### src/hw/procPkg.sv
`default_nettype none

package procPkg;

	//**************************************************************************
	// Machine sizes
	//**************************************************************************
	localparam int dataWidth = 16;
	localparam int regSelWidth = 3;
	localparam int imemDepth = 256;
	localparam int dmemDepth = 256;
	localparam int imemAddrWidth = $clog2(imemDepth);
	localparam int dmemAddrWidth = $clog2(dmemDepth);

	//**************************************************************************
	// Opcodes, top five bits of the instruction
	//**************************************************************************
	localparam logic [4:0] opHalt = 5'b00000;
	localparam logic [4:0] opNop = 5'b00001;
	localparam logic [4:0] opJ = 5'b00100;
	localparam logic [4:0] opJal = 5'b00110;
	localparam logic [4:0] opAddi = 5'b01000;
	localparam logic [4:0] opBeqz = 5'b01100;
	localparam logic [4:0] opSt = 5'b10000;
	localparam logic [4:0] opLd = 5'b10001;
	localparam logic [4:0] opAdd = 5'b11000;
	localparam logic [4:0] opSub = 5'b11001;
	localparam logic [4:0] opAnd = 5'b11010;
	localparam logic [4:0] opXor = 5'b11011;

	// Bubble inserted on flush and held in decode after reset
	localparam logic [dataWidth-1:0] nopWord = {opNop, 11'b0};

	// ALU function select
	localparam logic [1:0] aluAdd = 2'd0;
	localparam logic [1:0] aluSub = 2'd1;
	localparam logic [1:0] aluAnd = 2'd2;
	localparam logic [1:0] aluXor = 2'd3;

	// One instruction word, read as R-format or I-format
	typedef union packed {
		struct packed {
			logic [4:0] opcode;
			logic [2:0] rs;
			logic [2:0] rt;
			logic [2:0] rd;
			logic [1:0] spare;
		} r;
		struct packed {
			logic [4:0] opcode;
			logic [2:0] rs;
			logic [2:0] rd;
			logic [4:0] imm;
		} i;
	} instrWord;

endpackage

`default_nettype wire

### src/hw/execute.sv
`default_nettype none

module execute (
	input  logic                              clk,
	input  logic                              rst,
	input  logic [procPkg::dataWidth-1:0]     rdData1X,
	input  logic [procPkg::dataWidth-1:0]     rdData2X,
	input  logic [procPkg::dataWidth-1:0]     immX,
	input  logic [1:0]                        aluOpX,
	input  logic                              aluSrcX,
	input  logic                              memReadX,
	input  logic                              memWriteX,
	input  logic                              regWriteX,
	input  logic                              memToRegX,
	input  logic                              linkX,
	input  logic [procPkg::regSelWidth-1:0]   destX,
	input  logic [procPkg::dataWidth-1:0]     pcPlus2X,
	input  logic                              haltX,
	input  logic                              illegalX,
	output logic [procPkg::dataWidth-1:0]     aluResM,
	output logic [procPkg::dataWidth-1:0]     storeDataM,
	output logic [procPkg::regSelWidth-1:0]   destM,
	output logic                              regWriteM,
	output logic                              memReadM,
	output logic                              memWriteM,
	output logic                              memToRegM,
	output logic                              linkM,
	output logic [procPkg::dataWidth-1:0]     pcPlus2M,
	output logic                              haltM,
	output logic                              illegalM
);
	import procPkg::*;

	logic [dataWidth-1:0] opB;
	logic [dataWidth-1:0] aluRes;

	// Second operand is the immediate for I-format
	assign opB = aluSrcX ? immX : rdData2X;

	// Results wrap at the word width
	always_comb begin
		case (aluOpX)
			aluAdd: aluRes = rdData1X + opB;
			aluSub: aluRes = rdData1X - opB;
			aluAnd: aluRes = rdData1X & opB;
			aluXor: aluRes = rdData1X ^ opB;
			default: aluRes = '0;
		endcase
	end

	//**************************************************************************
	// Execute to memory register
	//**************************************************************************
	always_ff @(posedge clk) begin
		if (rst) begin
			{regWriteM, memReadM, memWriteM, memToRegM} <= '0;
			{linkM, haltM, illegalM} <= '0;
		end else begin
			{regWriteM, memReadM, memWriteM} <= {regWriteX, memReadX, memWriteX};
			memToRegM <= memToRegX;
			{linkM, haltM, illegalM} <= {linkX, haltX, illegalX};
		end
	end

	always_ff @(posedge clk) begin
		aluResM <= aluRes;
		storeDataM <= rdData2X;
		destM <= destX;
		pcPlus2M <= pcPlus2X;
	end

endmodule

`default_nettype wire

### config.mk
export PLATFORM = sky130hd
export DESIGN_NAME = execute
export DESIGN_NICKNAME = d
export VERILOG_FILES = /design/src/hw/procPkg.sv /design/src/hw/execute.sv
export SDC_FILE = /design/constraint.sdc
export NUM_CORES = 1
export LEC_CHECK = 0
export ABC_AREA = 1
export BUFFER_PORTS_ARGS = -buffer_cell sky130_fd_sc_hd__clkbuf_2
export CORE_MARGIN = 5
export CORE_UTILIZATION = 51
export CTS_CLUSTER_DIAMETER = 100
export DETAILED_ROUTE_END_ITERATION = 8
export HOLD_SLACK_MARGIN = 0.02
export PLACE_DENSITY = 0.81
export SYNTH_ARGS = -nofsm -noshare
export SYNTH_HDL_FRONTEND = slang
export SYNTH_SLANG_ARGS = --single-unit
### constraint.sdc
create_clock -name clk -period 4.35 [get_ports clk]
set_input_delay 0.87 -clock clk [delete_from_list [all_inputs] [get_ports clk]]
set_output_delay 0.87 -clock clk [all_outputs]
set_load 0.01 [all_outputs]
==> reports/metrics.yaml <==
power.share.clock_pct: 29.4
grt_overflow: 0
design_area_sq_um: 4150
cts_tree: "yes"
path_clk_slew_ns: 0.07
nets: 690
mostFrequentLayoutCell: "clkbuf_2"
dp_hpwl_mm: 7.04
min_to: "pcPlus2M[0]"
status: "complete, no violations"
p_switching_w: 0.000504
worstPathCellList: "clkbuf_2, inv_8, nand2_4, nand2_4, inv_1, ha_1, inv_1, nor2_2, nand4_2, o21ai_1, xor2_1, ha_1, nand2_1, nor3_1, inv_1, nor2_1, nor3_1, nand2_1, nand2_1, nand3_1, nand2_1"
synth_area_sq_um: 3260
slew_viol_final: 0
whs_path_depth: 1
post-cts-setup-buffers: 0
slowest_stage: "ha_1"
vias: 3178
syn_nets: 549
maxCapViolCount: 0
remaining_drc_errors: 0
start_util_pct: 51.9
core_area_sq_um: 6280
cp.arrival_ns: 3.62
finalSetupViolCount: 0
area_growth_pct: 27.4
cts_sinks: 58
ir_drop_uv: 296
fmax_mhz: 295
worst_hold_path_type: "in2reg"
critical_path.max_stage_delay_ns: 0.40
cts_resized: 0
antenna_found_initial: 0
synth_warnings: 0
path_common_cell: "nand2_1"
dieArea_sq_um: 8090
die_w_microns: 90.0
p_total_w: 0.00149
die_h_microns: 90.0
worstSetupPathType: "in2reg"
syn_avg_cell_area_sq_um: 7.46
port_buffers: 136
grt_pass1_vias: 3271
yosysUniqueCellTypes: 33
grt_max_degree: 18
synth-seq-area-share_pct: 35.6
placed_cell_area_sq_um: 3980
root_buffer: "clkbuf_8"
worstMarginPinSlew_ns: 0.762
critPathCaptureType: "flop"
fp-row-count: 29
grt_use_total_pct: 21.5
synthesis.instances: 437
p_seq_share_pct: 40.2
internal_power_w: 0.000983
diodes: 0
ant_nets: 0
swShare_pct: 33.9
clock_path_buffers: 2
crit_path_start_kind: "input pin"
cp.required_ns: 4.58
wl_per_cell_microns: 13.0
path_buf_inv: 5
hp-start: "pcPlus2X[0]"
drt_iter0_drc: 162
holdBufCountCts: 0
power_density_nw_per_um2: 358
drt-pass1-iter-count: 4
grt_pass1_wl_mm: 14.6
rsz0062_at_grt: "no"
cp_top_family: "simple AND/OR/NAND/NOR gates"
synth-seq-cells: 58
gp_congestion: 0.944
drive_above_1_share_pct: 31.0
ios: 137
post-route-period-util_pct: 77.9
slew_headroom_pct: 49.2
hold_viol_final: 0
vias_per_cell: 4.82
cp_max_fo: 17
period_minus_slack_ns: 3.39
cts.htree.levels: 3
tns_ns: 0
wl_mm: 8.59
p_leak_nw: 2.39
combPwrFrac_pct: 30.3
cts_buffers: 9
layout_common_cells: "136 x clkbuf_2, 112 x nand2_1, 71 x inv_1, 58 x dfxtp_1, 32 x ha_1"
metrics by stage:
| stage | worst slack [ns] | cells | hold WS, ns | util, % |
|---|---|---|---|---|
| 6_report | 0.961 | 660 | 0.639 | 66.2 |
| 5_1_grt | 0.494 | 660 | 0.625 | 66.2 |
| 4_1_cts | 0.991 | 660 | 0.631 | 66.2 |
| 3_5_place_dp | 0.640 | 644 | 0.974 | 63.4 |
| 3_3_place_gp | 0.712 | 644 | 0.973 | 63.4 |
| 2_1_floorplan | 1.11 | 437 | 0.898 | - |
worst max path at each step:
stage	from	slack, ns	endpoint	cells past startpoint
floorplan	aluSrcX	1.11	aluResM[15]	20
detailed placement	aluSrcX	0.64	aluResM[14]	19
finish	aluSrcX	0.96	aluResM[14]	21
CTS	aluSrcX	0.99	aluResM[14]	19
global route	aluSrcX	0.49	aluResM[15]	20
global placement	aluSrcX	0.71	aluResM[15]	19
cells in the mapped netlist:
cell type	count	area share (%)
a21o_1	3	0.69
a21oi_1	16	2.5
a22o_1	4	1.1
a31oi_1	2	0.38
and2_1	1	0.19
buf_12	1	0.61
buf_2	2	0.31
buf_6	2	0.69
clkbuf_1	1	0.12
clkinv_1	1	0.12
dfxtp_1	58	36
fa_1	1	0.61
ha_1	32	12
inv_1	71	8.2
inv_2	2	0.23
inv_8	1	0.35
nand2_1	112	13
nand2_2	19	3.6
nand2_4	2	0.69
nand3_1	26	4.0
nand4_1	2	0.38
nand4_2	1	0.38
nor2_1	24	2.8
nor2_2	2	0.38
nor2_4	2	0.69
nor3_1	3	0.46
o211ai_1	4	0.92
o21ai_0	16	2.5
o21ai_1	3	0.46
o21ai_2	1	0.27
o21bai_1	5	1.2
xnor2_1	2	0.54
xor2_1	15	4.0
layer usage:
layer / GRT usage [%] / part of all wire, %
met1: 25.7 / 43
met2: 37.2 / 48
met3: 6.18 / 6.7
met4: 6.45 / 2.1
met5: 0 / 0
registers in the layout, summed over array words and instances (netlist names):
register,flops
haltM,1
linkM,1
memWriteM,1
aluResM,16
destM,3
regWriteM,1
illegalM,1
memToRegM,1
pcPlus2M,16
storeDataM,16
memReadM,1
area by class of cell:
cell class	count	area [sq um]
clock inverters	5	30.0
flip-flops and latches	58	1160
well taps	77	96.3
repair buffers	136	681
fillers	563	2120
inverters	75	289
clock buffers	11	141
multi-input cells	298	1750
cell families after synthesis:
family	Yosys count	share of synthesized area, %
AO/OA/AOI/OAI	54	9.86
XOR/XNOR	17	4.57
adder cells (fa/ha/maj)	33	12.9
buffers and inverters	81	10.6
flip-flops	58	35.6
AND/OR/NAND/NOR	194	26.5
power by group through the flow:
stage / sequential, W / combinational, W / clock (W)
after floorplan: 0.000638 / 0.000268 / 0
after global placement: 0.000608 / 0.000441 / 0
after detailed placement: 0.000610 / 0.000447 / 0
after CTS: 0.000598 / 0.000451 / 0.000447
after global routing: 0.000603 / 0.000514 / 0.000473
final: 0.000598 / 0.000451 / 0.000438
(Power assumes the default switching activity.)
