### src/hw/procPkg.sv
`default_nettype none

package procPkg;

	//**************************************************************************
	// Machine sizes
	//**************************************************************************
	localparam int dataWidth = 16;
	localparam int regSelWidth = 3;
	localparam int imemDepth = 256;
	localparam int dmemDepth = 256;
	localparam int imemAddrWidth = $clog2(imemDepth);
	localparam int dmemAddrWidth = $clog2(dmemDepth);

	//**************************************************************************
	// Opcodes, top five bits of the instruction
	//**************************************************************************
	localparam logic [4:0] opHalt = 5'b00000;
	localparam logic [4:0] opNop = 5'b00001;
	localparam logic [4:0] opJ = 5'b00100;
	localparam logic [4:0] opJal = 5'b00110;
	localparam logic [4:0] opAddi = 5'b01000;
	localparam logic [4:0] opBeqz = 5'b01100;
	localparam logic [4:0] opSt = 5'b10000;
	localparam logic [4:0] opLd = 5'b10001;
	localparam logic [4:0] opAdd = 5'b11000;
	localparam logic [4:0] opSub = 5'b11001;
	localparam logic [4:0] opAnd = 5'b11010;
	localparam logic [4:0] opXor = 5'b11011;

	// Bubble inserted on flush and held in decode after reset
	localparam logic [dataWidth-1:0] nopWord = {opNop, 11'b0};

	// ALU function select
	localparam logic [1:0] aluAdd = 2'd0;
	localparam logic [1:0] aluSub = 2'd1;
	localparam logic [1:0] aluAnd = 2'd2;
	localparam logic [1:0] aluXor = 2'd3;

	// One instruction word, read as R-format or I-format
	typedef union packed {
		struct packed {
			logic [4:0] opcode;
			logic [2:0] rs;
			logic [2:0] rt;
			logic [2:0] rd;
			logic [1:0] spare;
		} r;
		struct packed {
			logic [4:0] opcode;
			logic [2:0] rs;
			logic [2:0] rd;
			logic [4:0] imm;
		} i;
	} instrWord;

endpackage

`default_nettype wire

### src/hw/memory.sv
`default_nettype none

module memory (
	input  logic                              clk,
	input  logic                              rst,
	input  logic [procPkg::dataWidth-1:0]     aluResM,
	input  logic [procPkg::dataWidth-1:0]     storeDataM,
	input  logic [procPkg::regSelWidth-1:0]   destM,
	input  logic                              regWriteM,
	input  logic                              memReadM,
	input  logic                              memWriteM,
	input  logic                              memToRegM,
	input  logic                              linkM,
	input  logic [procPkg::dataWidth-1:0]     pcPlus2M,
	input  logic                              haltM,
	input  logic                              illegalM,
	output logic                              wbEn,
	output logic [procPkg::regSelWidth-1:0]   wbSel,
	output logic [procPkg::dataWidth-1:0]     wbData,
	output logic                              wbHalt,
	output logic                              wbIllegal
);
	import procPkg::*;

	logic [dataWidth-1:0] dmem [dmemDepth];
	logic [dmemAddrWidth-1:0] addr;
	logic [dataWidth-1:0] loadData;
	logic [dataWidth-1:0] resultData;

	// Word index from the low address bits
	assign addr = aluResM[dmemAddrWidth-1:0];

	always_ff @(posedge clk) begin
		if (memWriteM)
			dmem[addr] <= storeDataM;
	end

	assign loadData = memReadM ? dmem[addr] : '0;

	// Writeback source select
	assign resultData = linkM ? pcPlus2M : (memToRegM ? loadData : aluResM);

	always_ff @(posedge clk) begin
		if (rst) begin
			wbEn <= 1'b0;
			wbHalt <= 1'b0;
			wbIllegal <= 1'b0;
		end else begin
			wbEn <= regWriteM;
			wbHalt <= haltM;
			wbIllegal <= illegalM;
		end
		wbSel <= destM;
		wbData <= resultData;
	end

endmodule

`default_nettype wire

### config.mk
export PLATFORM = sky130hd
export DESIGN_NAME = memory
export DESIGN_NICKNAME = d
export VERILOG_FILES = /design/src/hw/procPkg.sv /design/src/hw/memory.sv
export SDC_FILE = /design/constraint.sdc
export NUM_CORES = 2
export LEC_CHECK = 0
export BUFFER_PORTS_ARGS = -buffer_cell sky130_fd_sc_hd__buf_4
export CAP_MARGIN = 5
export CORE_MARGIN = 1
export CORE_UTILIZATION = 60
export DETAILED_ROUTE_END_ITERATION = 8
export MAX_ROUTING_LAYER = met4
export PLACE_DENSITY_LB_ADDON = 0.05
export SYNTH_ARGS = -nofsm -noshare
export SYNTH_HDL_FRONTEND = slang
export SYNTH_SLANG_ARGS = --single-unit
export TNS_END_PERCENT = 1
### constraint.sdc
create_clock -name clk -period 8.05 [get_ports clk]
set_clock_uncertainty 0.1 [all_clocks]
set_input_delay 1.2075 -clock clk [delete_from_list [all_inputs] [get_ports clk]]
set_output_delay 1.2075 -clock clk [all_outputs]
set_load 0.01 [all_outputs]
==> results.json <==
{
  "clk_latency_ns": 0.97,
  "synth_fp_nets": 6838,
  "critPathRequiredTime_ns": 8.81,
  "via_per_inst": 6.91,
  "holdCritPathClass": "input pin to register",
  "ios": 82,
  "vias": 75900,
  "critical_path.max_stage_delay_ns": 1.21,
  "ys_types": 28,
  "hold_path_startpoint": "destM[0]",
  "r2r_end": "wbData[12]$_DFF_P_",
  "relSlewSlack_pct": 1.01,
  "setup_viol": 0,
  "reg2reg_from": "dmem[223][12]$_DFFE_PP_",
  "violations": "max-capacitance violations",
  "regToRegSetupSlack_ns": 4.43,
  "path_clk_slew_ns": 0.06,
  "seq_power_share_pct": 54.0,
  "cts_hold_repair.buffers": 0,
  "ir_worst_vdd_mv": 0.238,
  "crit_slowest_cell": "o41ai_2",
  "end_kind": "register",
  "portBuffers": 81,
  "worstRegToRegCells": 6,
  "cts_max_level": 5,
  "worstPathCellList": "buf_16 -> buf_12 -> buf_4 -> mux4_2 -> a22oi_1 -> a21oi_1 -> o41ai_2 -> nand4_1 -> a21o_1",
  "p_clk_share_pct": 41.3,
  "sw_frac_of_total_pct": 21.0,
  "dieWidth_um": 512,
  "grt_pass1_vias": 75600,
  "drive_gt1_share_pct": 28.6,
  "maxCapViolCount": 2,
  "fin_nets": 7324,
  "syn_area_um2": 156000,
  "yosysSeqAreaShare_pct": 79.3,
  "coreArea_um2": 257000,
  "power_switching_w": 0.00918,
  "cts_root_buf": "clkbuf_16",
  "first_pass_iters": 5,
  "drc_errors": 0,
  "grt_max_degree": 177,
  "slew_viol_final": 0,
  "p_per_area_nw_per_um2": 249,
  "total_power_w": 0.0438,
  "cts_setup_buffers": 0,
  "wire_per_inst_um": 37.1,
  "finalCritPeriodShare_pct": 64.2,
  "row_count": 186,
  "syn_avg_cell_area_um2": 23.0,
  "clock_sinks": 4118,
  "grt_pass1_wl_um": 577000,
  "hold_violations": 0,
  "ant_nets": 0,
  "numCtsBuffers": 412,
  "start_util_pct": 60.5,
  "die_y_um": 512,
  "power.internal_w": 0.0346,
  "start_kind": "input pin",
  "path_max_fanout": 79,
  "cts_tree": "yes",
  "status": "finished, violations left",
  "syn_inst": 6778,
  "setup_tns_ns": 0,
  "tightest_slew_ns": 1.47,
  "cp.arrival_ns": 5.92,
  "whs_path_depth": 1,
  "cts.path.max_buffers": 4,
  "dieArea_um2": 262000,
  "max_freq_ghz": 0.194,
  "area_growth_pct": 12.8,
  "yosysWarnings": 0,
  "drt_iter0_drc": 10200,
  "p_leak_nw": 54.4,
  "critPathKind": "input pin to register",
  "pwr-share-comb_pct": 4.6,
  "track_usage_pct": 32.5,
  "fin_crit_ns": 5.17,
  "dp_hpwl_um": 234000,
  "rsz0062_at_grt": "no",
  "gp_congestion": 0.857,
  "grt_overflow": 0,
  "synth-seq-cells": 4118,
  "min_to": "wbSel[0]$_DFF_P_",
  "antenna_found_initial": 14,
  "cts_resized": 0,
  "wl_um": 407000
}
==> worst max-delay path: cells and delay by family <==
kind,cells,cell delay (ns)
compound gates,4,1.92
mux,1,0.57
buf+inv,3,1.47
simple gates,1,0.35
==> flip-flops by register name (all words and copies together), names as in the netlist <==
signal / count
wbEn: 1
wbHalt: 1
wbIllegal: 1
dmem: 4096
wbSel: 3
wbData: 16
==> per-stage QoR <==
step	hold slack (ns)	instances	setup WS, ns	cell area (um^2)	util (%)
3_3_place_gp	1.05	10200	1.18	163000	63.3
5_1_grt	0.186	11000	2.90	176000	68.2
4_1_cts	0.178	11000	3.04	176000	68.2
2_1_floorplan	0.817	6778	3.85	156000	-
3_5_place_dp	1.07	10200	1.99	163000	63.4
6_report	0.238	11000	2.88	176000	68.2
==> worst max-delay path by stage <==
stage                           from                     end  cells past startpoint
after floorplan           aluResM[0]  dmem[145][0]$_DFFE_PP_                      7
after global placement    aluResM[0]      wbData[15]$_DFF_P_                      9
after detailed placement  aluResM[0]      wbData[12]$_DFF_P_                      9
after CTS                 aluResM[0]      wbData[12]$_DFF_P_                      9
after global routing      aluResM[0]      wbData[12]$_DFF_P_                      9
final                     aluResM[0]      wbData[12]$_DFF_P_                      9
==> Yosys cell counts <==
master	instances	share of area, %
nand2_1	28	0.067
a22o_1	7	0.039
buf_2	81	0.26
buf_4	32	0.15
nor3_1	30	0.096
nor3b_1	9	0.043
nor2_1	233	0.56
nand3_1	13	0.042
nand2b_1	6	0.024
and3b_1	1	0.0056
and2_1	3	0.012
a21o_1	7	0.034
inv_1	1	0.0024
nand4_1	16	0.064
dfxtp_1	22	0.28
or3_1	1	0.0040
a22oi_1	512	2.5
a21oi_1	256	0.82
buf_6	3	0.022
buf_1	49	0.12
a221o_1	9	0.058
o41ai_1	64	0.36
nor2b_1	10	0.040
or2_2	2	0.0080
clkbuf_2	1	0.0032
mux4_2	1024	15
clkbuf_1	262	0.63
edfxtp_1	4096	79
==> metal layers <==
layer,track usage (%),wire [um],up-vias
met2,49.2,197000,4100
li1,-,-,30200
met3,5.60,38500,673
met1,45.6,156000,40900
met5,-,0,-
met4,11.4,16600,0
==> kinds of logic (layout without fill, tap and decap cells) <==
family	Yosys count	count (layout)	synth area share, %
other cells	0	15	0
compound gates	855	855	3.78
buf+inv	429	1227	1.19
simple gates	352	352	0.969
mux	1024	1024	14.8
flops	4118	4118	79.3
==> power by group through the flow <==
stage | clock network, W | registers [W] | logic (W)
finish | 0.0181 | 0.0237 | 0.00204
global route | 0.0190 | 0.0237 | 0.00212
CTS | 0.0183 | 0.0237 | 0.00204
detailed placement | 0 | 0.0241 | 0.00204
global placement | 0 | 0.0241 | 0.00200
floorplan | 0 | 0.0241 | 0.00102
==> cell type report <==
cell class                 instances  area [um^2]
inverter                           1         3.75
multi-input combinational       2231        31200
tap                             3384         4230
sequential                      4118       123000
clock buffer                     528        10800
fill                           15900        81700
timing repair buffer             500         4250
clock inverter                   198         1720
antenna                           15         37.5
==> cells in the final DEF, fill, tap and decap left out, types with 20 or more instances in the layout <==
master and instances:
edfxtp_1 4096, clkbuf_1 114, a22oi_1 512, buf_12 27, clkbuf_16 413, mux4_2 1024
o41ai_2 39, nor2_1 216, dfxtp_1 22, bufinv_16 28, nor3_2 26, o41ai_1 20
buf_4 452, clkinv_1 86, a21oi_1 256, clkinv_2 66, nand2_1 20
No activity file was read; power rests on OpenSTA's default activity.
