File: config.mk
export PLATFORM = sky130hd
export DESIGN_NAME = decode
export DESIGN_NICKNAME = d
export VERILOG_FILES = /design/src/hw/procPkg.sv /design/src/hw/decode.sv
export SDC_FILE = /design/constraint.sdc
export NUM_CORES = 1
export LEC_CHECK = 0
export ABC_AREA = 1
export BUFFER_PORTS_ARGS = -buffer_cell sky130_fd_sc_hd__buf_2
export CAP_MARGIN = 20
export CORE_ASPECT_RATIO = 0.9
export CORE_MARGIN = 10
export CORE_UTILIZATION = 56
export CTS_CLUSTER_SIZE = 40
export DETAILED_ROUTE_END_ITERATION = 7
export MAX_ROUTING_LAYER = met4
export PLACE_DENSITY = 0.8
export RECOVER_POWER = 25
export SYNTH_ARGS = -nofsm -noshare
export SYNTH_HDL_FRONTEND = slang
export SYNTH_SLANG_ARGS = --single-unit
export TNS_END_PERCENT = 20
File: constraint.sdc
create_clock -name clk -period 2.1 [get_ports clk]
set_input_delay 0.21 -clock clk [delete_from_list [all_inputs] [get_ports clk]]
set_output_delay 0.21 -clock clk [all_outputs]
set_load 0.005 [all_outputs]
File: src/hw/procPkg.sv
`default_nettype none

package procPkg;

	//**************************************************************************
	// Machine sizes
	//**************************************************************************
	localparam int dataWidth = 16;
	localparam int regSelWidth = 3;
	localparam int imemDepth = 256;
	localparam int dmemDepth = 256;
	localparam int imemAddrWidth = $clog2(imemDepth);
	localparam int dmemAddrWidth = $clog2(dmemDepth);

	//**************************************************************************
	// Opcodes, top five bits of the instruction
	//**************************************************************************
	localparam logic [4:0] opHalt = 5'b00000;
	localparam logic [4:0] opNop = 5'b00001;
	localparam logic [4:0] opJ = 5'b00100;
	localparam logic [4:0] opJal = 5'b00110;
	localparam logic [4:0] opAddi = 5'b01000;
	localparam logic [4:0] opBeqz = 5'b01100;
	localparam logic [4:0] opSt = 5'b10000;
	localparam logic [4:0] opLd = 5'b10001;
	localparam logic [4:0] opAdd = 5'b11000;
	localparam logic [4:0] opSub = 5'b11001;
	localparam logic [4:0] opAnd = 5'b11010;
	localparam logic [4:0] opXor = 5'b11011;

	// Bubble inserted on flush and held in decode after reset
	localparam logic [dataWidth-1:0] nopWord = {opNop, 11'b0};

	// ALU function select
	localparam logic [1:0] aluAdd = 2'd0;
	localparam logic [1:0] aluSub = 2'd1;
	localparam logic [1:0] aluAnd = 2'd2;
	localparam logic [1:0] aluXor = 2'd3;

	// One instruction word, read as R-format or I-format
	typedef union packed {
		struct packed {
			logic [4:0] opcode;
			logic [2:0] rs;
			logic [2:0] rt;
			logic [2:0] rd;
			logic [1:0] spare;
		} r;
		struct packed {
			logic [4:0] opcode;
			logic [2:0] rs;
			logic [2:0] rd;
			logic [4:0] imm;
		} i;
	} instrWord;

endpackage

`default_nettype wire

File: src/hw/decode.sv
`default_nettype none

module decode (
	input  logic                              clk,
	input  logic                              rst,
	input  logic [procPkg::dataWidth-1:0]     instrD,
	input  logic [procPkg::dataWidth-1:0]     pcPlus2D,
	input  logic                              stall,
	input  logic                              wbEn,
	input  logic [procPkg::regSelWidth-1:0]   wbSel,
	input  logic [procPkg::dataWidth-1:0]     wbData,
	output logic [procPkg::regSelWidth-1:0]   rs1,
	output logic [procPkg::regSelWidth-1:0]   rs2,
	output logic                              uses1,
	output logic                              uses2,
	output logic                              flush,
	output logic [procPkg::dataWidth-1:0]     targetPc,
	output logic                              halting,
	output logic [procPkg::dataWidth-1:0]     rdData1X,
	output logic [procPkg::dataWidth-1:0]     rdData2X,
	output logic [procPkg::dataWidth-1:0]     immX,
	output logic [1:0]                        aluOpX,
	output logic                              aluSrcX,
	output logic                              memReadX,
	output logic                              memWriteX,
	output logic                              regWriteX,
	output logic                              memToRegX,
	output logic                              linkX,
	output logic [procPkg::regSelWidth-1:0]   destX,
	output logic [procPkg::dataWidth-1:0]     pcPlus2X,
	output logic                              haltX,
	output logic                              illegalX
);
	import procPkg::*;

	instrWord ins;
	logic [dataWidth-1:0] regFile [8];
	logic [dataWidth-1:0] rdData1, rdData2, immExt;
	logic [regSelWidth-1:0] dest;
	logic [1:0] aluOp;
	logic aluSrc, memRead, memWrite, regWrite, memToReg, link;
	logic isBeqz, isJump, isHalt, illegal, taken;

	assign ins = instrD;
	assign immExt = {{(dataWidth - 5){ins.i.imm[4]}}, ins.i.imm};

	//**************************************************************************
	// Opcode decode
	//**************************************************************************
	always_comb begin
		rs1 = ins.i.rs;
		rs2 = ins.r.rt;
		uses1 = 1'b0;
		uses2 = 1'b0;
		dest = ins.i.rd;
		aluOp = aluAdd;
		aluSrc = 1'b1;
		{memRead, memWrite, regWrite, memToReg, link} = '0;
		{isBeqz, isJump, isHalt, illegal} = '0;
		case (ins.r.opcode)
			opAdd, opSub, opAnd, opXor: begin
				{uses1, uses2, regWrite} = 3'b111;
				aluSrc = 1'b0;
				dest = ins.r.rd;
				aluOp = ins.r.opcode[1:0];
			end
			opAddi: {uses1, regWrite} = 2'b11;
			opLd: {uses1, regWrite, memRead, memToReg} = 4'b1111;
			opSt: begin
				// Store data comes from the rd field
				rs2 = ins.i.rd;
				{uses1, uses2, memWrite} = 3'b111;
			end
			opBeqz: {uses1, isBeqz} = 2'b11;
			opJ: isJump = 1'b1;
			opJal: begin
				{isJump, link, regWrite} = 3'b111;
				dest = 3'd7;
			end
			opNop: ;
			opHalt: isHalt = 1'b1;
			default: illegal = 1'b1;
		endcase
	end

	// Register file, a same-cycle write is seen by the read
	always_ff @(posedge clk) begin
		if (wbEn)
			regFile[wbSel] <= wbData;
	end

	assign rdData1 = (wbEn && wbSel == rs1) ? wbData : regFile[rs1];
	assign rdData2 = (wbEn && wbSel == rs2) ? wbData : regFile[rs2];

	// Control transfer resolves here
	assign taken = isJump || (isBeqz && rdData1 == '0);
	assign flush = taken && !stall;
	assign targetPc = pcPlus2D + {immExt[dataWidth-2:0], 1'b0};
	assign halting = isHalt;

	//**************************************************************************
	// Decode to execute register
	//**************************************************************************
	always_ff @(posedge clk) begin
		if (rst || stall) begin
			{memReadX, memWriteX, regWriteX, memToRegX, linkX} <= '0;
			{haltX, illegalX} <= '0;
		end else begin
			{memReadX, memWriteX, regWriteX} <= {memRead, memWrite, regWrite};
			{memToRegX, linkX} <= {memToReg, link};
			{haltX, illegalX} <= {isHalt, illegal};
		end
		rdData1X <= rdData1;
		rdData2X <= rdData2;
		immX <= immExt;
		aluOpX <= aluOp;
		aluSrcX <= aluSrc;
		destX <= dest;
		pcPlus2X <= pcPlus2D;
	end

endmodule

`default_nettype wire

==> impl_metrics.csv <==
group,metric,value,unit
sta,fmax,434,MHz
clocking,clock_path_buffers,2,
worst_setup_path,reg2reg_to,"rdData1X[7]",
clocking,cts_tree,"yes",
synthesis,synth_cell_types,35,
sta,setup_viol,2,
place,numPortBuffers,157,
hold_path,hold_depth,2,
die,rows,42,
sta,fin_ws,-203,ps
worst_setup_path,ff2ff_setup_slack,910,ps
sta,hold_violations,0,
place,place_ws,-81.3,ps
synthesis,netlist_area,8560,sq um
clocking,cts-htree-levels,4,
power,powerDensity,802,nW/um^2
final_layout,final_core_util,0.713,
synthesis,yosysSeqAreaShare,0.571,
clocking,cts_buffers,17,
synthesis,ys_warn_count,0,
synthesis,synth-xor-area-share,0.0143,
global_route,first_global_vias,7113,
hold_path,hold_class,"primary input to register",
run,maxCapViolations,0,
global_route,grt_max_degree,41,
worst_setup_path,required,1890,ps
worst_setup_path,r2r_start,"regFile[2][7]",
power,p_leak,4.57,nW
route,drc,13,
die,die_y,137,um
worst_setup_path,cp_slowest_stage_delay,400,ps
worst_setup_path,path_cells,"o211ai_1 > nand3_1 > nand3_2 > nand2_2 > nor2_1 > nand2_1 > nor2_2 > nand2_1 > a21oi_2 > buf_2",
synthesis,synth_adder_area_share,0.0228,
route,drtIter0Drc,1164,
die,die_area,20600,sq um
clocking,clock_latency,440,ps
place,place_congestion,0.862,
place,placed_cells,1253,
status,status,"finished with violations",
synthesis,muxShareOfSynthArea,0,
synthesis,synth_ff_type,"edfxtp_1",
synthesis,mappedNetlistNets,991,
synthesis,synthCells,921,
worst_setup_path,critical_path_class,"register to primary output",
sta,period_needed,2300,ps
worst_setup_path,arrival,2090,ps
synthesis,yosys_register_bits,180,
synthesis,synthTopCellsByArea,"edfxtp_1, dfxtp_1, nand2_1",
synthesis,synth-edff-count,128,
final_layout,num-fill-cells,1065,
sta,drv_slew,0,
final_layout,area_growth,24.0,%
global_route,grt_usage,0.245,
status,violations,"DRC, setup timing",
synthesis,syn_avg_cell_area,9.29,sq um
route,vias,7741,
place,place_area,9610,sq um
worst_setup_path,crit_path_frequent_cell,"nand2_1",
worst_setup_path,path_max_fanout,2,
power,ir_worst_vdd,0.714,mV
sta,worst_pin_slew,470,ps
place,dp_hpwl,16000,um
route,avgViaCountPerCell,5.90,
worst_setup_path,setup.worst_path.start_class,"register",
die,die_w,150,um
sta,fin_crit_sh,1.10,
die,core_area,14900,sq um
sta,skew,7.66,ps
die,initial_core_util,0.575,
route,drt_pass1_iterations,8,
synthesis,async_flop_share,0,
hold_path,min_from,"instrD[15]",
global_route,antenna_found_initial,0,
route,detail-route-antenna-nets,0,
hold_path,hold_path_end,"haltX",
clocking,clk_pin_slew,70,ps
synthesis,synth_top_family_by_area,"simple AND/OR/NAND/NOR gates",
final_layout,multiInputGateArea,3000,sq um
global_route,grt-ovfl-total,0,
final_layout,design_area,10600,sq um
die,io_pins,158,
clocking,cts_sinks,180,
final_layout,finish.cell_count_without_fillers,1313,
sta,slew-limit-headroom,0.686,
synthesis,synthSimpleGateAreaFrac,0.162,
synthesis,synth_compound_area_frac,0.140,
final_layout,drive_gt1_frac,0.226,
route,wl,26300,um
final_layout,nets,1171,
synthesis,yosysTopAreaCellShare,0.449,
final_layout,register_area,4890,sq um
route,wl_per_cell,20.1,um
worst_setup_path,reg2reg_depth,5,
worst_setup_path,worst_setup_path_end_kind,"primary output",
sta,rsz0062_at_grt,"true",
global_route,grt_pass1_wl,38000,um
clocking,root_buffer,"clkbuf_16",
worst_setup_path,slowest_stage,"edfxtp_1",
synthesis,yosysTopAreaCell,"edfxtp_1",
[worst max-delay path by stage]
stage / from / to / slack (ps) / cells past startpoint
floorplan: instrD[0] / targetPc[13] / 220 / 12
global placement: instrD[0] / targetPc[13] / -40 / 15
detailed placement: instrD[0] / targetPc[13] / -80 / 15
CTS: regFile[2][7] / flush / -170 / 10
global route: regFile[1][6] / flush / -310 / 12
finish: regFile[2][7] / flush / -200 / 10
[cell usage after synthesis, types with 2 or more instances]
cell type	count
o211ai_1	34
nor3_1	4
a21oi_1	66
buf_6	9
o21ai_1	3
nor2_1	71
ha_1	14
xor2_1	13
a221oi_1	3
nand2_1	182
clkbuf_1	24
o21ai_0	84
nand4_1	3
inv_4	2
dfxtp_1	52
buf_4	19
buf_2	12
nand2_2	2
inv_1	90
nand3_1	73
clkinv_1	2
buf_1	2
a31oi_1	17
inv_2	2
edfxtp_1	128
[cell families (layout without fill, tap and decap cells)]
kind of cell,after synthesis,after routing
simple gates,337,337
compound gates,213,213
flops,180,180
buf+inv,162,355
fa+ha+maj,15,15
xor+xnor,14,14
other cells,0,1
[registers in the layout, summed over array words and instances (netlist names), 2 cells and up, named ones only]
name / flops
regFile: 128
pcPlus2X: 16
rdData1X: 16
immX: 5
destX: 3
aluOpX: 2
[layout by cell type (no fill, tap or decap), types with 4 or more instances in the layout]
| cell type | synthesis | routed |
|---|---|---|
| buf_12 | 0 | 8 |
| nor3_1 | 4 | 4 |
| edfxtp_1 | 128 | 128 |
| o21ai_0 | 84 | 78 |
| buf_4 | 19 | 37 |
| ha_1 | 14 | 11 |
| nor2_1 | 71 | 68 |
| a31oi_1 | 17 | 17 |
| xor2_1 | 13 | 13 |
| inv_2 | 2 | 4 |
| clkbuf_1 | 24 | 17 |
| inv_4 | 2 | 5 |
| nand3_1 | 73 | 70 |
| a21oi_1 | 66 | 64 |
| buf_2 | 12 | 138 |
| dlygate4sd3_1 | 0 | 22 |
| nand2_1 | 182 | 177 |
| clkbuf_16 | 0 | 21 |
| dfxtp_1 | 52 | 51 |
| o21ai_1 | 3 | 8 |
| nand2_2 | 2 | 7 |
| inv_1 | 90 | 89 |
| o211ai_1 | 34 | 34 |
[power breakdown]
part           total [mW]  switching [mW]  leakage (nW)  internal, mW
clock network        3.21            1.38         0.307          1.83
logic                1.28           0.771          2.66         0.512
registers            4.01          0.0569          1.60          3.96
total                8.51            2.20          4.57          6.30
[metrics by stage]
step           hold WS, ps  total power, mW  TNS, ps
2_1_floorplan          238             4.71        0
6_report              9.78             8.51     -233
3_5_place_dp           326             5.24    -96.1
3_3_place_gp           322             5.21    -37.3
5_1_grt               14.1             8.78     -565
4_1_cts               2.07             8.42     -167
[critical path: cells and delay by family, from the launching register on]
family / cells / cell delay (ps)
AOI/OAI and AO/OA: 2 / 350
and+or+nand+nor: 7 / 780
DFF: 1 / 400
buffers and inverters: 1 / 130
[routing by layer]
layer / vias up / track usage / part of all wire / routed length (um)
li1: 3504 / - / - / -
met1: 3621 / 0.288 / 0.36 / 9450
met2: 520 / 0.403 / 0.50 / 13300
met3: 96 / 0.0472 / 0.094 / 2470
met4: 0 / 0.107 / 0.043 / 1140
met5: - / - / 0 / 0
[layout make-up]
| type | instances | share of cell area |
|---|---|---|
| diodes | 1 | 0.000236 |
| repair buffers | 227 | 0.141 |
| well taps | 198 | 0.0234 |
| clock buffers | 23 | 0.0512 |
| clock inverters | 9 | 0.00554 |
| inverters | 96 | 0.0349 |
| multi-input cells | 579 | 0.283 |
| flip-flops and latches | 180 | 0.461 |
[what timing repair did]
action,CTS,global route
cloned,1,0
hold endpoints to repair,22,0
setup endpoints to repair,17,15
resized for setup,6,35
setup buffers,1,3
hold buffers,22,0
pin swaps,4,11
Note: power is estimated with default switching activity, not from simulation.
