`config.mk`:
```
export PLATFORM = sky130hd
export DESIGN_NAME = hazardDetect
export DESIGN_NICKNAME = d
export VERILOG_FILES = /design/src/hw/procPkg.sv /design/src/hw/hazardDetect.sv
export SDC_FILE = /design/constraint.sdc
export NUM_CORES = 1
export LEC_CHECK = 0
export BUFFER_PORTS_ARGS = -buffer_cell sky130_fd_sc_hd__buf_2
export CAP_MARGIN = 20
export CORE_AREA = 3 3 40 42
export DETAILED_ROUTE_END_ITERATION = 10
export DIE_AREA = 0 0 43 45
export GPL_ROUTABILITY_DRIVEN = 0
export PLACE_DENSITY_LB_ADDON = 0.12
export SLEW_MARGIN = 10
export SYNTH_ARGS = -nofsm -noshare
export SYNTH_HDL_FRONTEND = slang
export SYNTH_SLANG_ARGS = --single-unit
```
`constraint.sdc`:
```
create_clock -name vclk -period 1.5
set_clock_uncertainty 0.15 [all_clocks]
set_input_delay 0 -clock vclk [all_inputs]
set_output_delay 0 -clock vclk [all_outputs]
set_load 0.01 [all_outputs]
```
`src/hw/procPkg.sv`:
```
`default_nettype none

package procPkg;

	//**************************************************************************
	// Machine sizes
	//**************************************************************************
	localparam int dataWidth = 16;
	localparam int regSelWidth = 3;
	localparam int imemDepth = 256;
	localparam int dmemDepth = 256;
	localparam int imemAddrWidth = $clog2(imemDepth);
	localparam int dmemAddrWidth = $clog2(dmemDepth);

	//**************************************************************************
	// Opcodes, top five bits of the instruction
	//**************************************************************************
	localparam logic [4:0] opHalt = 5'b00000;
	localparam logic [4:0] opNop = 5'b00001;
	localparam logic [4:0] opJ = 5'b00100;
	localparam logic [4:0] opJal = 5'b00110;
	localparam logic [4:0] opAddi = 5'b01000;
	localparam logic [4:0] opBeqz = 5'b01100;
	localparam logic [4:0] opSt = 5'b10000;
	localparam logic [4:0] opLd = 5'b10001;
	localparam logic [4:0] opAdd = 5'b11000;
	localparam logic [4:0] opSub = 5'b11001;
	localparam logic [4:0] opAnd = 5'b11010;
	localparam logic [4:0] opXor = 5'b11011;

	// Bubble inserted on flush and held in decode after reset
	localparam logic [dataWidth-1:0] nopWord = {opNop, 11'b0};

	// ALU function select
	localparam logic [1:0] aluAdd = 2'd0;
	localparam logic [1:0] aluSub = 2'd1;
	localparam logic [1:0] aluAnd = 2'd2;
	localparam logic [1:0] aluXor = 2'd3;

	// One instruction word, read as R-format or I-format
	typedef union packed {
		struct packed {
			logic [4:0] opcode;
			logic [2:0] rs;
			logic [2:0] rt;
			logic [2:0] rd;
			logic [1:0] spare;
		} r;
		struct packed {
			logic [4:0] opcode;
			logic [2:0] rs;
			logic [2:0] rd;
			logic [4:0] imm;
		} i;
	} instrWord;

endpackage

`default_nettype wire

```
`src/hw/hazardDetect.sv`:
```
`default_nettype none

module hazardDetect (
	input  logic [procPkg::regSelWidth-1:0]   rs1,
	input  logic [procPkg::regSelWidth-1:0]   rs2,
	input  logic                              uses1,
	input  logic                              uses2,
	input  logic [procPkg::regSelWidth-1:0]   destX,
	input  logic                              regWriteX,
	input  logic [procPkg::regSelWidth-1:0]   destM,
	input  logic                              regWriteM,
	output logic                              stall
);
	logic hit1;
	logic hit2;

	// Used source still waiting on an older write in execute or memory
	assign hit1 = uses1 && ((regWriteX && destX == rs1) || (regWriteM && destM == rs1));
	assign hit2 = uses2 && ((regWriteX && destX == rs2) || (regWriteM && destM == rs2));
	assign stall = hit1 || hit2;

endmodule

`default_nettype wire

```
==> results.toml, run 1 <==
[outcome]
status = "finished clean"

[timing]
fmax_mhz = 1130
rsz0062_at_grt = "false"
period_minus_slack_ns = 0.884
min_period_over_period_pct = 59.0
worst_pin_slew_ns = 0.166
maxSlewViolCount = 0
setup_viol = 0
hold_viol = 0
fin_setup_tns_ns = 0
max_slew_margin_pct = 88.8

[place]
dp_cells = 51
numPortBuffers = 17

[detailed_routing]
drc = 0
drt_iter0_drc = 0
finalWirelength_um = 491
dr.pass1.iters = 1
post_drt_wl_per_cell_um = 9.63
vias_per_cell = 3.86
ant_nets = 0
num_vias = 197

[job]
drv_cap = 0

[synthesis]
ys_seq_area_share_pct = 0
netlist_area_um2 = 146
synth_top_area_cell = "xnor2_1"
synthesis.nets = 35
syn_avg_cell_area_um2 = 7.70
synth-warning-count = 0
synthTopCellsByCount = "xnor2_1 (12), nand4_1 (4), nand2_1 (2)"
synth_cells = 19
synth.distinct_cells = 4
synth_area_leaders = "xnor2_1 (72%), nand4_1 (17%), a22o_1 (6.0%)"
yosysMostFrequentCell = "xnor2_1"
synth_top_area_share_pct = 71.8

[floorplan]
start_util_pct = 11.4
die_y_um = 45
rows = 13
core_area_um2 = 1280
die_area_um2 = 1940
io_pins = 17
die_x_um = 43

[finish]
fillers = 155
clkbuf_count = 0
seqCellArea_um2 = 0
fin_util_pct = 19.5
area_growth_pct = 70.9
drive_above_1_share_pct = 47.2
stdcell_count = 51
design.seq.count = 0
multi_input_area_um2 = 146
antenna_cells = 0
nets = 54

[power_and_ir_drop]
switchingPower_uw = 31.4
p_seq_share_pct = 0
p_int_uw = 41.8
p_leak_nw = 0.113
combPwrFrac_pct = 100.0
switching_share_pct = 42.9
ir_drop_v = 0.0000688
p_clk_share_pct = 0
powerDensity_nw_per_um2 = 293

[min_path]
whs_path_depth = 3
hold_start = "uses2"
holdCritPathClass = "in2out"
whs_endpoint = "stall"

[critical_path]
cp_slowest_cell = "a22o_1"
start_kind = "input port"
critical_path_class = "in2out"
path_cells = "buf_2 > xnor2_1 > nand4_1 > nand2_1 > a22o_1 > buf_2"
crit_top_cell = "buf_2"
endpoint_kind = "primary output"
worstPathRequired_ns = 1.35
cp.arrival_ns = 0.73
worstPathMaxFanout = 2
max_stage_delay_ns = 0.21

[grt]
antenna_found_initial = 0
grt_pass1_vias = 229
grt_max_degree = 3
grt_pass1_wl_um = 759
track_usage_pct = 5.06
grt_overflow_total = 0

[clocking]
cts.repair.resized = 0
cts_hold_buffers = 0
cts_setup_buffers = 0
worst max-delay path: cells and delay by family:
family | cells | cell delay [ns]
buffers and inverters | 2 | 0.24
AO/OA/AOI/OAI | 1 | 0.21
AND/OR/NAND/NOR | 2 | 0.15
XOR/XNOR | 1 | 0.12
metrics by stage:
step	setup WS [ns]	instance area [um^2]	hold WS [ns]	power (mW)
after global placement	0.627	250	0.148	0.0722
after global routing	0.538	250	0.179	0.0809
final	0.616	250	0.154	0.0732
after CTS	0.606	250	0.158	0.0745
after detailed placement	0.606	250	0.158	0.0745
after floorplan	0.866	146	0.000782	0.0366
cells in the final DEF (no fill, tap or decap):
| cell | synthesis | routed |
|---|---|---|
| a22o_1 | 1 | 1 |
| buf_2 | 0 | 17 |
| nand2_1 | 2 | 2 |
| nand4_1 | 4 | 4 |
| xnor2_1 | 12 | 12 |
cells by family after synthesis:
kind of cell	Yosys count	synth area share (%)
xor gates and xnor gates	12	71.8
and+or+nand+nor	6	22.2
AOI/OAI and AO/OA	1	5.98
area by class of cell:
type,instances,area share [%]
Timing Repair Buffer,17,34.0
Multi-Input combinational cell,19,58.5
Tap cell,15,7.50
how the worst max path moves through the flow:
stage                  start  endpoint  slack, ns  depth (start not counted)
finish                rs1[2]     stall       0.62                          6
global route          rs1[1]     stall       0.54                          6
CTS                   rs1[0]     stall       0.61                          6
detailed placement    rs1[0]     stall       0.61                          6
global placement      rs1[0]     stall       0.63                          6
floorplan           destX[2]     stall       0.87                          4
per-layer routing:
metal	part of all wire [%]	track usage (%)
met1	32	4.29
met4	0	0
met2	58	12.6
met5	0	0
met3	9.8	0.398
power groups by stage:
stage | Combinational (mW) | Clock [mW] | Sequential [mW]
final | 0.0732 | 0 | 0
after detailed placement | 0.0745 | 0 | 0
after global routing | 0.0809 | 0 | 0
after global placement | 0.0722 | 0 | 0
after floorplan | 0.0366 | 0 | 0
after CTS | 0.0745 | 0 | 0
(Power assumes the default switching activity.)
==> run 2, diff against run 1 <==
==> constraint.sdc (replaced) <==
create_clock -name vclk -period 0.8
set_clock_uncertainty 0.15 [all_clocks]
set_input_delay 0 -clock vclk [all_inputs]
set_output_delay 0 -clock vclk [all_outputs]
set_load 0.01 [all_outputs]
==> results.toml, run 2 (same netlist as run 1, synthesis figures left out) <==
[place]
dp_cells = 51
numPortBuffers = 17
dpl_worst_slack_ns = -0.0912
dpl_cell_area_um2 = 250

[floorplan]
die_y_um = 45
io_pins = 17
start_util_pct = 11.4
core_area_um2 = 1280
die_area_um2 = 1940
die_x_um = 43
rows = 13

[critical_path]
critical_path_class = "in2out"
cp.arrival_ns = 0.69
worstPathRequired_ns = 0.65
start_kind = "input port"
endpoint_kind = "primary output"
worstPathMaxFanout = 2

[outcome]
status = "finished, violations left"
violations = "setup timing"

[finish]
seqCellArea_um2 = 0
final_cell_area_um2 = 423
most-common-layout-cells = "xnor2_2 (9), buf_6 (9), buf_2 (5), nand4_1 (4), buf_8 (3)"
drive_above_1_share_pct = 75.0
fin_util_pct = 32.9
stdcell_count = 51
antenna_cells = 0
design.seq.count = 0
clkbuf_count = 0
nets = 54
area_growth_pct = 189

[detailed_routing]
vias_per_cell = 3.84
num_vias = 196
ant_nets = 0
dr.pass1.iters = 4
finalWirelength_um = 505
drc = 0
post_drt_wl_per_cell_um = 9.90
drt_iter0_drc = 1

[power_and_ir_drop]
powerDensity_nw_per_um2 = 560
p_leak_nw = 0.200
ir_drop_v = 0.000161

[timing]
max_slew_margin_pct = 91.7
fin_ws_ns = -0.0411
setup_viol = 1
fmax_mhz = 1190
period_minus_slack_ns = 0.841
min_period_over_period_pct = 105
worst_pin_slew_ns = 0.125
maxSlewViolCount = 0
hold_viol = 0
rsz0062_at_grt = "true"
hold_ws_ns = 0.143

[grt]
grt_overflow_total = 0
grt_pass1_wl_um = 834
grt_max_degree = 3
grt_pass1_vias = 220
track_usage_pct = 5.32
antenna_found_initial = 0

[min_path]
holdCritPathClass = "in2out"

[job]
drv_cap = 0

[clocking]
cts_setup_buffers = 0
cts_hold_buffers = 0
## run 2: cell counts in the layout (fill, tap and decap cells not counted)
Identical to the previous run, type by type.
## run 2: per-layer routing
| metal | vias up | track usage [%] | part of all wire (%) | wire length [um] |
|---|---|---|---|---|
| met3 | 0 | 1.20 | 12 | 59 |
| met1 | 82 | 5.28 | 32 | 160 |
| met4 | 0 | 0 | 0 | 0 |
| met2 | 11 | 11.7 | 56 | 285 |
| li1 | 103 | - | - | - |
| met5 | - | 0 | 0 | 0 |
## run 2: power breakdown
group          switching (mW)  internal [mW]  total (mW)
Sequential                  0              0           0
Combinational          0.0783          0.159       0.237
Clock                       0              0           0
Total                  0.0783          0.159       0.237
## run 2: area by class of cell
class,count,area [um^2]
Multi-Input combinational cell,19,233
Fill cell,137,862
Timing Repair Buffer,17,171
Tap cell,15,18.8
## run 2: path summary, 6_finish.rpt
| kind | start | to | slack, ns | cells past startpoint |
|---|---|---|---|---|
| worst max-delay path | destM[1] | stall | -0.04 | 6 |
| worst min-delay path | uses2 | stall | 0.14 | 3 |
## run 2: timing repair
item	CTS	global route
endpoints found under the setup margin	1	1
pin swaps	8	6
hold endpoints to repair	0	0
gates resized for setup	26	12
## run 2: stage by stage
step	total power, mW	setup TNS (ns)
after floorplan	0.0685	0
final	0.237	-0.0411
after CTS	0.198	-0.0406
after global routing	0.252	-0.0955
after global placement	0.136	-0.0735
after detailed placement	0.138	-0.0912
## run 2: critical path, stage by stage
cell	delay [ns]
buf_8	0.10
xnor2_2	0.12
nand4_1	0.08
nand2_1	0.06
a22o_1	0.19
buf_2	0.13
==> run 3, diff against run 2 <==
--- a/config.mk
+++ b/config.mk
@@ -7,10 +7,11 @@
 export LEC_CHECK = 0
 export BUFFER_PORTS_ARGS = -buffer_cell sky130_fd_sc_hd__buf_2
 export CAP_MARGIN = 20
-export CORE_AREA = 3 3 40 42
+export CORE_AREA = 4 4 41 43
 export DETAILED_ROUTE_END_ITERATION = 10
-export DIE_AREA = 0 0 43 45
+export DIE_AREA = 0 0 45 47
 export GPL_ROUTABILITY_DRIVEN = 0
+export MAX_ROUTING_LAYER = met4
 export PLACE_DENSITY_LB_ADDON = 0.12
 export SLEW_MARGIN = 10
 export SYNTH_ARGS = -nofsm -noshare
==> results.toml, run 3 (same netlist as run 1, synthesis figures left out) <==
[finish]
fillers = 141
fin_util_pct = 31.6
stdcell_count = 51
most-common-layout-cells = "xnor2_2 (10), buf_6 (7), buf_2 (5), nand4_1 (4), buf_8 (4)"
area_growth_pct = 181
antenna_cells = 0
seqCellArea_um2 = 0
final_common_cell = "xnor2_2"
clkbuf_count = 0
design.seq.count = 0
drive_above_1_share_pct = 75.0
nets = 54

[power_and_ir_drop]
p_leak_nw = 0.199
powerDensity_nw_per_um2 = 555
ir_drop_v = 0.000174
total_power_uw = 228

[detailed_routing]
drc = 0
vias_per_cell = 3.82
num_vias = 195
dr.pass1.iters = 1
finalWirelength_um = 522
post_drt_wl_per_cell_um = 10.2
ant_nets = 0
drt_iter0_drc = 0

[timing]
rsz0062_at_grt = "true"
hold_viol = 0
min_period_over_period_pct = 107
period_minus_slack_ns = 0.855
setup_viol = 1
fin_ws_ns = -0.0549
fmax_mhz = 1170
maxSlewViolCount = 0
worst_pin_slew_ns = 0.134
max_slew_margin_pct = 91.0

[min_path]
whs_endpoint = "stall"
hold_start = "uses2"
holdCritPathClass = "in2out"
whs_path_depth = 3

[critical_path]
start_kind = "input port"
worstPathMaxFanout = 2
critical_path_class = "in2out"
cp_slowest_cell = "a22o_1"
endpoint_kind = "primary output"
path_buf_inv = 2
cp.arrival_ns = 0.70
worstPathRequired_ns = 0.65
path_delay_family = "buffers and inverters"
path_cells = "buf_8 > xnor2_2 > nand4_1 > nand2_1 > a22o_1 > buf_2"
max_stage_delay_ns = 0.19

[floorplan]
die_y_um = 47
io_pins = 17
die_x_um = 45
core_area_um2 = 1300
die_area_um2 = 2120
start_util_pct = 11.2
rows = 13

[grt]
grt_max_degree = 3
antenna_found_initial = 0
grt_pass1_vias = 215
track_usage_pct = 4.97
grt_pass1_wl_um = 779
grt_overflow_total = 0

[clocking]
cts_setup_buffers = 0
cts_hold_buffers = 0

[place]
dpl_worst_slack_ns = -0.0961
dp_cells = 51
numPortBuffers = 17

[outcome]
violations = "setup timing"
status = "finished, violations left"

[job]
drv_cap = 0
run 3: cell count changes in the layout (fill, tap and decap cells not counted):
cell,before,now
xnor2_4,1,0
xnor2_2,9,10
buf_4,0,1
buf_8,3,4
buf_6,9,7
run 3: per-layer routing:
layer / global-route usage (%) / share of wire, %
met4: 0 / 0
met2: 12.4 / 65
met5: - / 0
met3: 0 / 6.5
met1: 3.85 / 29
run 3: layout make-up:
| class | count | area (um^2) | share of cell area (%) |
|---|---|---|---|
| Timing Repair Buffer | 17 | 171 | 41.6 |
| Multi-Input combinational cell | 19 | 221 | 53.8 |
| Tap cell | 15 | 18.8 | 4.56 |
run 3: worst max path at each step:
| stage | from | endpoint | slack [ns] | depth (start not counted) |
|---|---|---|---|---|
| after floorplan | destX[2] | stall | 0.17 | 4 |
| after global placement | rs1[0] | stall | -0.09 | 6 |
| after detailed placement | rs1[2] | stall | -0.1 | 6 |
| after CTS | destX[0] | stall | -0.05 | 6 |
| after global routing | destM[0] | stall | -0.09 | 6 |
| final | destX[0] | stall | -0.05 | 6 |
run 3: tightest hold or removal path, stage by stage:
cell    delay (ns)
buf_2         0.07
a22o_1        0.10
buf_2         0.12
run 3: timing repair:
action / CTS / global route
gates resized for setup: 30 / 7
setup endpoints to repair: 1 / 1
pin swaps: 8 / 6
run 3: metrics by stage:
stage                     setup TNS, ns  hold WS, ns  area (um^2)
after floorplan                       0     0.000782          146
after global placement          -0.0867        0.150          250
after detailed placement        -0.0961        0.145          250
after CTS                       -0.0496        0.146          380
after global routing            -0.0948        0.181          412
final                           -0.0549        0.140          412
run 3: report_power, final:
group          leakage, nW  internal [mW]  switching (mW)
Clock                    0              0               0
Combinational        0.199          0.153          0.0755
Sequential               0              0               0
Total                0.199          0.153          0.0755
